`src/verilog/madd_defs.svh`:
```
`ifndef MADD_DEFS_SVH
`define MADD_DEFS_SVH

// Sizes of the multiply-add slice
//
// The register count and the address width are kept as two macros.
// MADD_ADDR_W must be wide enough to index MADD_REGS entries.

// Width of one operand, one result and one register word
`define MADD_DATA_W 32

// Number of architectural registers in the array
`define MADD_REGS   32

// Register index width
`define MADD_ADDR_W 5

// Three read ports feed the a, b and c operands
// One write port is shared by writeback and the external load

`endif

```
`src/verilog/madd_pkg.sv`:
```
`default_nettype none

`include "madd_defs.svh"

package madd_pkg;

  // Plain vectors with a meaning
  typedef logic [`MADD_DATA_W-1:0] data_t;     // Operand or result word
  typedef logic [`MADD_ADDR_W-1:0] reg_addr_t; // Register index

  // One issued instruction, rd = rs1 * rs2 + rs3
  typedef struct packed {
    reg_addr_t rs1;
    reg_addr_t rs2;
    reg_addr_t rs3;
    reg_addr_t rd;
  } issue_t;

  // Three operands as read from the array
  typedef struct packed {
    data_t a; // From rs1
    data_t b; // From rs2
    data_t c; // From rs3
  } operands_t;

  // Single write request, used for load, writeback and the array port
  typedef struct packed {
    logic      valid;
    reg_addr_t addr;
    data_t     data;
  } wr_req_t;

  // Bit 0 is port a, bit 1 port b, bit 2 port c
  typedef struct packed {
    logic [2:0] hit;
    data_t      data;
  } bypass_t;

endpackage : madd_pkg

`default_nettype wire

```
`src/verilog/regfile_3r1w_sync.sv`:
```
`timescale 1ns/1ps
`default_nettype none

`include "madd_defs.svh"

// Three read ports and one write port, reads are registered.
// A read of the address being written on the same edge returns
// undefined data; the bypass block covers that case.
module regfile_3r1w_sync
  import madd_pkg::*;
  ( input  wire        clk_i

  , input  wr_req_t    w_i         // Write port, valid/addr/data

  , input  wire        rd_v_i      // Read strobe for all three ports
  , input  issue_t     rd_addr_i   // rs1/rs2/rs3 select the words
  , output operands_t  rd_data_o   // Valid one cycle after rd_v_i
  );

  data_t mem_r [`MADD_REGS];       // Register storage, no reset

  data_t rd_a_r;                   // Port 0 read register
  data_t rd_b_r;                   // Port 1 read register
  data_t rd_c_r;                   // Port 2 read register

  // Write port
  always_ff @(posedge clk_i)
  begin
    if (w_i.valid)
    begin
      mem_r[w_i.addr] <= w_i.data;
    end
  end

  // Port 0, operand a
  always_ff @(posedge clk_i)
  begin
    if (rd_v_i)
    begin
      rd_a_r <= mem_r[rd_addr_i.rs1];
    end
  end

  // Port 1, operand b
  always_ff @(posedge clk_i)
  begin
    if (rd_v_i)
    begin
      rd_b_r <= mem_r[rd_addr_i.rs2];
    end
  end

  // Port 2, operand c
  always_ff @(posedge clk_i)
  begin
    if (rd_v_i)
    begin
      rd_c_r <= mem_r[rd_addr_i.rs3];
    end
  end

  // Held until the next read strobe
  assign rd_data_o.a = rd_a_r;
  assign rd_data_o.b = rd_b_r;
  assign rd_data_o.c = rd_c_r;

endmodule : regfile_3r1w_sync

`default_nettype wire

```
`src/verilog/write_port_bypass.sv`:
```
`timescale 1ns/1ps
`default_nettype none

// Owns the single write port of the register array.
// Writeback has priority; a load in the same cycle is dropped.
// Reads that hit the chosen write are flagged for the next stage.
module write_port_bypass
  import madd_pkg::*;
  ( input  wire      clk_i
  , input  wire      arst_n_i

  , input  wr_req_t  wb_i        // Writeback from the combine stage
  , input  wr_req_t  ld_i        // External load

  , input  wire      rd_v_i      // Issue strobe
  , input  issue_t   rd_addr_i   // Source addresses of the issue

  , output wr_req_t  w_o         // To the array write port
  , output bypass_t  byp_o       // Registered hits and data
  , output logic     ld_drop_o   // Pulse after a discarded load
  );

  wr_req_t    w_sel;             // Chosen write request
  logic [2:0] hit_d;             // Per-port collision this cycle
  logic       drop_d;

  logic [2:0] hit_q;
  data_t      byp_data_q;        // Payload, not reset
  logic       drop_q;

  function automatic logic addr_hit(input reg_addr_t ra, input wr_req_t w);
    addr_hit = w.valid && (ra == w.addr);
  endfunction

  // Writeback first, then load
  always_comb
  begin
    if (wb_i.valid)
    begin
      w_sel = wb_i;
    end
    else
    begin
      w_sel = ld_i;
    end
  end

  assign drop_d = wb_i.valid & ld_i.valid;

  // Same-edge read/write collisions on the three ports
  assign hit_d[0] = addr_hit(rd_addr_i.rs1, w_sel);
  assign hit_d[1] = addr_hit(rd_addr_i.rs2, w_sel);
  assign hit_d[2] = addr_hit(rd_addr_i.rs3, w_sel);

  always_ff @(posedge clk_i or negedge arst_n_i)
  begin
    if (!arst_n_i)
    begin
      hit_q  <= '0;
      drop_q <= 1'b0;
    end
    else
    begin
      hit_q  <= rd_v_i ? hit_d : 3'b000;  // Only meaningful with a read
      drop_q <= drop_d;
    end
  end

  // Data of the write that the read collided with
  always_ff @(posedge clk_i)
  begin
    if (rd_v_i)
    begin
      byp_data_q <= w_sel.data;
    end
  end

  assign w_o        = w_sel;
  assign byp_o.hit  = hit_q;
  assign byp_o.data = byp_data_q;
  assign ld_drop_o  = drop_q;

endmodule : write_port_bypass

`default_nettype wire

```
`src/verilog/madd_combine.sv`:
```
`timescale 1ns/1ps
`default_nettype none

// Execute stage of the slice.
// Aligns the issue with the registered operands, merges in the
// bypass data and registers rd = a * b + c as a writeback.
module madd_combine
  import madd_pkg::*;
  ( input  wire        clk_i
  , input  wire        arst_n_i

  , input  wire        issue_v_i   // Issue strobe with the read addresses
  , input  reg_addr_t  rd_in_i     // Destination of the issue
  , input  operands_t  ops_i       // From the array one cycle later
  , input  bypass_t    byp_i       // Hits and data aligned with ops_i

  , output wr_req_t    wb_o        // Registered writeback
  );

  logic       ex_v_q;              // Issue delayed to the operand cycle
  reg_addr_t  ex_rd_q;

  data_t      op_a;
  data_t      op_b;
  data_t      op_c;
  data_t      prod;                // Low word of a * b
  data_t      mac_d;

  logic       wb_v_q;
  reg_addr_t  wb_addr_q;
  data_t      wb_data_q;

  function automatic data_t pick(input logic hit, input data_t byp, input data_t rf);
    pick = hit ? byp : rf;
  endfunction

  // Stage 1 control
  always_ff @(posedge clk_i or negedge arst_n_i)
  begin
    if (!arst_n_i)
    begin
      ex_v_q <= 1'b0;
    end
    else
    begin
      ex_v_q <= issue_v_i;
    end
  end

  always_ff @(posedge clk_i)
  begin
    if (issue_v_i)
    begin
      ex_rd_q <= rd_in_i;
    end
  end

  // Bypass wins the operand select on a hit
  assign op_a = pick(byp_i.hit[0], byp_i.data, ops_i.a);
  assign op_b = pick(byp_i.hit[1], byp_i.data, ops_i.b);
  assign op_c = pick(byp_i.hit[2], byp_i.data, ops_i.c);

  // Unsigned low word only
  assign prod  = op_a * op_b;
  assign mac_d = prod + op_c;

  // Writeback register
  always_ff @(posedge clk_i or negedge arst_n_i)
  begin
    if (!arst_n_i)
    begin
      wb_v_q <= 1'b0;
    end
    else
    begin
      wb_v_q <= ex_v_q;                  // Single-cycle pulse per issue
    end
  end

  always_ff @(posedge clk_i)
  begin
    if (ex_v_q)
    begin
      wb_addr_q <= ex_rd_q;
      wb_data_q <= mac_d;
    end
  end

  assign wb_o.valid = wb_v_q;
  assign wb_o.addr  = wb_addr_q;
  assign wb_o.data  = wb_data_q;

endmodule : madd_combine

`default_nettype wire

```
`src/verilog/madd_core.sv`:
```
`timescale 1ns/1ps
`default_nettype none

// Multiply-add slice, rd = rs1 * rs2 + rs3 with a fixed latency of 2.
// No stall and no scoreboard; a consumer issued one cycle after its
// producer sees the old register value.
module madd_core
  import madd_pkg::*;
  ( input  wire      clk_i
  , input  wire      arst_n_i

  , input  wire      issue_v_i
  , input  issue_t   issue_i

  , input  wr_req_t  ld_i          // External register load

  , output logic     result_v_o
  , output wr_req_t  result_o      // Copy of the writeback
  , output logic     ld_drop_o
  );

  wr_req_t   rf_w;                 // Array write port
  operands_t rf_ops;               // Registered read data
  bypass_t   byp;                  // Registered collision info
  wr_req_t   wb;                   // Writeback from execute

  regfile_3r1w_sync u_regfile
    ( .clk_i     (clk_i)
    , .w_i       (rf_w)
    , .rd_v_i    (issue_v_i)
    , .rd_addr_i (issue_i)
    , .rd_data_o (rf_ops)
    );

  write_port_bypass u_write_port_bypass
    ( .clk_i     (clk_i)
    , .arst_n_i  (arst_n_i)
    , .wb_i      (wb)
    , .ld_i      (ld_i)
    , .rd_v_i    (issue_v_i)
    , .rd_addr_i (issue_i)
    , .w_o       (rf_w)
    , .byp_o     (byp)
    , .ld_drop_o (ld_drop_o)
    );

  madd_combine u_madd_combine
    ( .clk_i     (clk_i)
    , .arst_n_i  (arst_n_i)
    , .issue_v_i (issue_v_i)
    , .rd_in_i   (issue_i.rd)
    , .ops_i     (rf_ops)
    , .byp_i     (byp)
    , .wb_o      (wb)
    );

  assign result_o   = wb;
  assign result_v_o = wb.valid;

endmodule : madd_core

`default_nettype wire

```
`config.mk`:
```
export PLATFORM = sky130hd
export DESIGN_NAME = madd_core
export DESIGN_NICKNAME = d
export VERILOG_FILES = /design/src/verilog/madd_pkg.sv /design/src/verilog/regfile_3r1w_sync.sv /design/src/verilog/write_port_bypass.sv /design/src/verilog/madd_combine.sv /design/src/verilog/madd_core.sv
export VERILOG_INCLUDE_DIRS = /design/src /design/src/verilog
export SDC_FILE = /design/constraint.sdc
export NUM_CORES = 2
export LEC_CHECK = 0
export BUFFER_PORTS_ARGS = -buffer_cell sky130_fd_sc_hd__buf_2
export CELL_PAD_IN_SITES_DETAIL_PLACEMENT = 1
export CELL_PAD_IN_SITES_GLOBAL_PLACEMENT = 1
export CORE_UTILIZATION = 56
export DETAILED_ROUTE_END_ITERATION = 12
export PLACE_DENSITY = 0.77
export SLEW_MARGIN = 20
export SYNTH_ARGS = -nofsm -noshare
export SYNTH_HDL_FRONTEND = slang
export SYNTH_SLANG_ARGS = --single-unit
export TNS_END_PERCENT = 100
```
`constraint.sdc`:
```
create_clock -name clk_i -period 12 [get_ports clk_i]
set_clock_uncertainty 0.2 [all_clocks]
set_input_delay 0 -clock clk_i [delete_from_list [all_inputs] [get_ports clk_i]]
set_output_delay 0 -clock clk_i [all_outputs]
set_load 0.01 [all_outputs]
```
== After elaboration in Yosys (flattened, before gate mapping) ==
Memory sizes are Yosys's and may differ from the RTL's. A register that Yosys moved wholly into a read port is not among the register bits.
Cells that the tools add are included.

* $add $sub $neg: 1
* Multipliers: 1
* Equality and inequality tests: 3
* Multiplexer cells: 7
* Bitwise gates (word level): 1
* Reductions and logical operators: 3

{| class="wikitable"
|+ Operators with widths
! operator !! count
|-
| $mux W32 || 3
|-
| $mux W38 || 1
|-
| $add A32 B32 Y32 || 1
|-
| $mul A32 B32 Y32 || 1
|-
| $eq A5 B5 Y1 || 3
|-
| $logic_and A1 B1 Y1 || 3
|-
| $mux W3 || 1
|-
| $mux W1 || 2
|-
| $and A1 B1 Y1 || 1
|}

* Bits in registers: 80
* RAM bits: 1,024
* Bits of input ports: 61
* Output and inout bits: 40
* Logic and storage cells: 25
* Memories: 1

{| class="wikitable"
|+ Memories
! name !! words !! bits a word !! rd ports !! clocked after Yosys merged registers in !! wr ports !! line !! RTL
|-
| u_regfile.mem_r || 32 || 32 || 3 || 3 || 1 || regfile_3r1w_sync.sv:20 || <nowiki>data_t mem_r [`MADD_REGS];</nowiki>
|}

== Logic depth before layout (Yosys ltp) ==
* Depth in word-level cells: 4
* Mapped depth: 34
* Gate-level depth less buffers: 28

== Modules after synthesis ==
Synthesis repeated with hierarchy kept, for this count alone.

* Cell total of the unflattened synthesis: 6,780
* Area, all modules: 81,160.3 µm²

{| class="wikitable"
|+ Modules (own cells, without submodules)
! module !! times used !! cells an instance !! area an instance (µm²) !! sequential area each (µm²)
|-
| regfile_3r1w_sync || 1 || 4,640 || 60,560.6 || 33,632.3
|-
| madd_combine || 1 || 2,027 || 18,763.0 || 1,311.3
|-
| write_port_bypass || 1 || 112 || 1,829.3 || 1,061.0
|-
| madd_core || 1 || 1 || 7.5 || 0.0
|}

== Worst setup path after synthesis ==
No wires, ideal clock.

* Path kind: reg2reg
* Start point: register u_write_port_bypass.hit_q[0]
* End point: register u_madd_combine.wb_data_q[31] (data pin)
* Library setup time: 0.261 ns
* Arrival time: 7.926 ns
* Data required time: 11.539 ns
* Slack: 3.612 ns
* Cell stages (with the launch flop): 34
* Buffers on the path: 6
* Clock period less this slack: 8.388 ns
* Cells stage by stage: dfrtp_1 buf_6 buf_6 buf_6 clkbuf_1 buf_1 mux2_2 nand2_1 fa_1 inv_1 fa_1 fa_1 inv_1 fa_1 inv_1 fa_1 inv_1 fa_1 inv_1 fa_1 inv_1 fa_1 inv_1 ha_1 clkbuf_1 nand4_1 nor2_1 a21bo_2 a21oi_1 nor3_1 a211o_1 o21a_1 o21ai_0 xnor2_1

* Cells in the longest elaborated chain, start to end: 3

{| class="wikitable"
|+ Ends and longest elaborated chain
! element !! line !! RTL
|-
| start, declared || write_port_bypass.sv:27 || <nowiki>logic [2:0] hit_q;</nowiki>
|-
| start signal, assigned || write_port_bypass.sv:64 || <nowiki>hit_q <= rd_v_i ? hit_d : 3'b000;</nowiki>
|-
| $mux W32 || madd_combine.sv:34 || <nowiki>pick = hit ? byp : rf;</nowiki>
|-
| $mul A32 B32 Y32 || madd_combine.sv:64 || <nowiki>assign prod = op_a * op_b;</nowiki>
|-
| $add A32 B32 Y32 || madd_combine.sv:65 || <nowiki>assign mac_d = prod + op_c;</nowiki>
|-
| net u_madd_combine.mac_d[31] || madd_combine.sv:27 || <nowiki>data_t mac_d;</nowiki>
|-
| end signal, assigned || madd_combine.sv:85 || <nowiki>wb_data_q <= mac_d;</nowiki>
|-
| end, declared || madd_combine.sv:31 || <nowiki>data_t wb_data_q;</nowiki>
|}

The timed path passes the listed nets, and every way through them passes these cells.
A chain may end at the register's enable or synchronous reset.

== Worst setup path after layout ==
Same ends and word-level chain as after synthesis.

==> impl_metrics.toml <==
[sta]
rsz0062_at_grt = "false"
hold_ws_ns = 0.0432
setup_viol = 0
drv_slew = 0
tightest_slew_ns = 1.17
maxSlewHeadroom_pct = 20.6
timing.final.crit_period_ns = 9.15
fin_setup_tns_ns = 0
hold_viol_final = 0
period_share_pct = 76.3
fmax_ghz = 0.109

[floorplan]
start_util_pct = 56.6
die_x_um = 375
die_h_um = 375
rows = 136
core-area_um2 = 138000
die_area_um2 = 141000
io_pins = 101

[setup_path]
slowest_stage = "dfrtp_4"
crit_fanout = 54
reg2reg_depth = 26
worstSetupEndpointType = "flip-flop"
cp_common_cell = "fa_1"
critPathRequiredTime_ns = 12.29
arrival_ns = 9.45
critical_path_class = "reg -> reg"
worst-r2r-setup-slack_ns = 2.85
start_kind = "flip-flop"
path_depth = 26
crit_family = "adder cells"
timing.critical_path.buf_inv = 6
critPathMaxStageDelay_ns = 1.07

[clock_tree]
root_buffer = "clkbuf_16"
clk-insertion-delay-late_ns = 0.80
clockBufferDepth = 3
cts_max_level = 4
path_clk_slew_ns = 0.06
clock_sinks = 1200
tritoncts = "yes"
cts_buffers = 134

[synthesis]
ys_seq_area_share_pct = 46.2
synth_most_common_cell = "edfxtp_1"
synthTopCellsByCount = "edfxtp_1 (1194), mux4_2 (960), inv_1 (494), fa_1 (438), nor2_1 (420)"
synth.avg_cell_area_um2 = 16.9
yosysWarnings = 0
ys.flop_type = "edfxtp_1"
ys_async_sr_fraction_pct = 0.500
syn_nets = 5230
synth-seq-cells = 1200
synth_area_leaders = "edfxtp_1 (46%), mux4_2 (28%), fa_1 (11%)"
synth_edf_count = 1194
synth_largest_area_cell = "edfxtp_1"
syn_area_um2 = 78000
ys_types = 50
netlist.area_leader.share_pct = 46.0
synthCells = 4607

[run]
maxCapViolCount = 0

[route]
drc_errors = 0
wl_per_cell_um = 39.1
dr_total_vias = 48000
antenna_left = 0
drt_iter0_drc = 6971
viasPerCell = 7.27
dr.pass1.iters = 5
wl_mm = 258

[cells_and_area]
nFillCells = 11900
area_growth_pct = 9.78
finalNetCount = 5319
drive_gt1_share_pct = 33.7
fin_area_um2 = 85600
finalNonFillerCells = 6594

[status]
status = "finished clean"

[global_routing]
grtUsageTotal_pct = 37.6
antenna_found_initial = 9
grt_pass1_wl_mm = 369
grt.overflow.total = 0
grt_pass1_vias = 50300
grt_max_degree = 118

[place]
dp_hpwl_mm = 155
globalplace.congestion = 0.917
placedCellCount = 6292
portBuffers = 100
dpl_cell_area_um2 = 80700

[min_path]
min_path_type = "in -> reg"
whs_path_depth = 3
-- layout by cell type (no fill, tap or decap), types with 4 or more instances in the layout --
cell type | netlist | layout
fa_1 | 438 | 438
a21oi_1 | 34 | 33
clkinv_1 | 0 | 22
ha_1 | 124 | 124
nor4_1 | 5 | 5
dlygate4sd3_1 | 0 | 62
buf_4 | 3 | 104
or2_2 | 26 | 26
xor2_1 | 16 | 16
xnor2_1 | 87 | 87
mux4_2 | 960 | 960
clkinv_16 | 0 | 5
clkinvlp_4 | 0 | 4
nand2_1 | 123 | 123
mux2i_1 | 79 | 60
inv_1 | 494 | 494
buf_8 | 1 | 6
edfxtp_1 | 1194 | 1194
mux2_2 | 165 | 165
clkbuf_16 | 0 | 136
buf_12 | 1 | 4
mux2i_2 | 8 | 24
nor2b_1 | 7 | 7
a21o_1 | 6 | 6
buf_2 | 21 | 87
o21bai_1 | 7 | 7
clkinv_4 | 0 | 4
buf_6 | 5 | 4
mux2i_4 | 5 | 8
bufinv_16 | 0 | 6
clkbuf_1 | 202 | 30
inv_16 | 0 | 4
o21ai_0 | 12 | 12
nor2_1 | 420 | 388
nand3_1 | 7 | 7
nor2_4 | 0 | 32
nor3_1 | 8 | 8
nand2b_1 | 28 | 28
clkinv_2 | 0 | 23
-- metrics by stage --
stage | setup slack (ns) | utilization [%]
6_report | 2.85 | 62.1
5_1_grt | 2.34 | 62.1
4_1_cts | 2.83 | 62.1
3_5_place_dp | 2.84 | 58.6
3_3_place_gp | 2.77 | 58.6
2_1_floorplan | 3.61 | -
-- layer usage --
layer | up-vias | routed length (um) | track usage [%]
met4 | 4 | 11600 | 14.4
met3 | 664 | 32800 | 9.64
met2 | 3603 | 122000 | 58.7
met5 | - | 24 | 0
met1 | 25700 | 92000 | 51.5
li1 | 18000 | - | -
-- registers in the layout, summed over array words and instances, names as in the netlist --
name / count
u_madd_combine.ex_rd_q: 5
u_madd_combine.wb_addr_q: 5
u_madd_combine.wb_data_q: 32
u_regfile.rd_c_r: 32
u_write_port_bypass.byp_data_q: 32
u_regfile.rd_b_r: 32
u_regfile.rd_a_r: 32
u_write_port_bypass.ld_drop_o: 1
u_write_port_bypass.hit_q: 3
u_regfile.mem_r: 1024
u_madd_combine.wb_v_q: 1
u_madd_combine.ex_v_q: 1
-- tightest hold or removal path, delay by kind of cell --
family / cells / cell delay, ns
muxes: 2 / 0.59
buffers and inverters: 1 / 0.31
-- cell type report --
| class | instances | area [um^2] | area share [%] |
|---|---|---|---|
| multi-input cells | 2599 | 39200 | 45.8 |
| flip-flops and latches | 1200 | 36000 | 42.1 |
| clock buffers | 166 | 3520 | 4.11 |
| well taps | 1794 | 2240 | 2.62 |
| repair buffers | 267 | 2050 | 2.40 |
| inverters | 494 | 1850 | 2.17 |
| clock inverters | 72 | 731 | 0.854 |
| diodes | 2 | 5.00 | 0.00585 |
-- cells by family (layout without fill, tap and decap cells) --
logic type	count (synthesis)	count (layout)	share of synthesized area (%)
flip-flops	1200	1200	46.2
buffers and inverters	808	999	4.02
other	0	2	0
multiplexers	1218	1218	31.4
AND/OR/NAND/NOR	634	634	3.32
adder cells (fa/ha/maj)	562	562	13.2
XOR/XNOR	103	103	1.16
AO/OA/AOI/OAI	82	82	0.653
-- repair_timing --
action | in CTS | in global routing
setup buffers | 0 | 0
endpoints found under the hold margin | 1106 | 0
hold buffers | 62 | 0
gates resized for setup | 0 | 0
-- worst paths after layout --
| kind | endpoint | start |
|---|---|---|
| min reg2reg | u_madd_combine.wb_addr_q[4]$_DFFE_PP_ | u_madd_combine.ex_rd_q[4]$_DFFE_PP_ |
| min in group asynchronous | u_madd_combine.wb_v_q$_DFF_PN0_ | arst_n_i |
| max reg2reg | u_madd_combine.wb_data_q[31]$_DFFE_PP_ | u_write_port_bypass.hit_q[0]$_DFF_PN0_ |
| max in group asynchronous | u_write_port_bypass.hit_q[1]$_DFF_PN0_ | arst_n_i |
| min | u_regfile.rd_a_r[11]$_DFFE_PP_ | issue_i[17] |
| max | u_madd_combine.wb_data_q[31]$_DFFE_PP_ | u_write_port_bypass.hit_q[0]$_DFF_PN0_ |
Power is not shown: default switching activity piles up to over one toggle a cycle in this logic, so the estimate is an artifact.
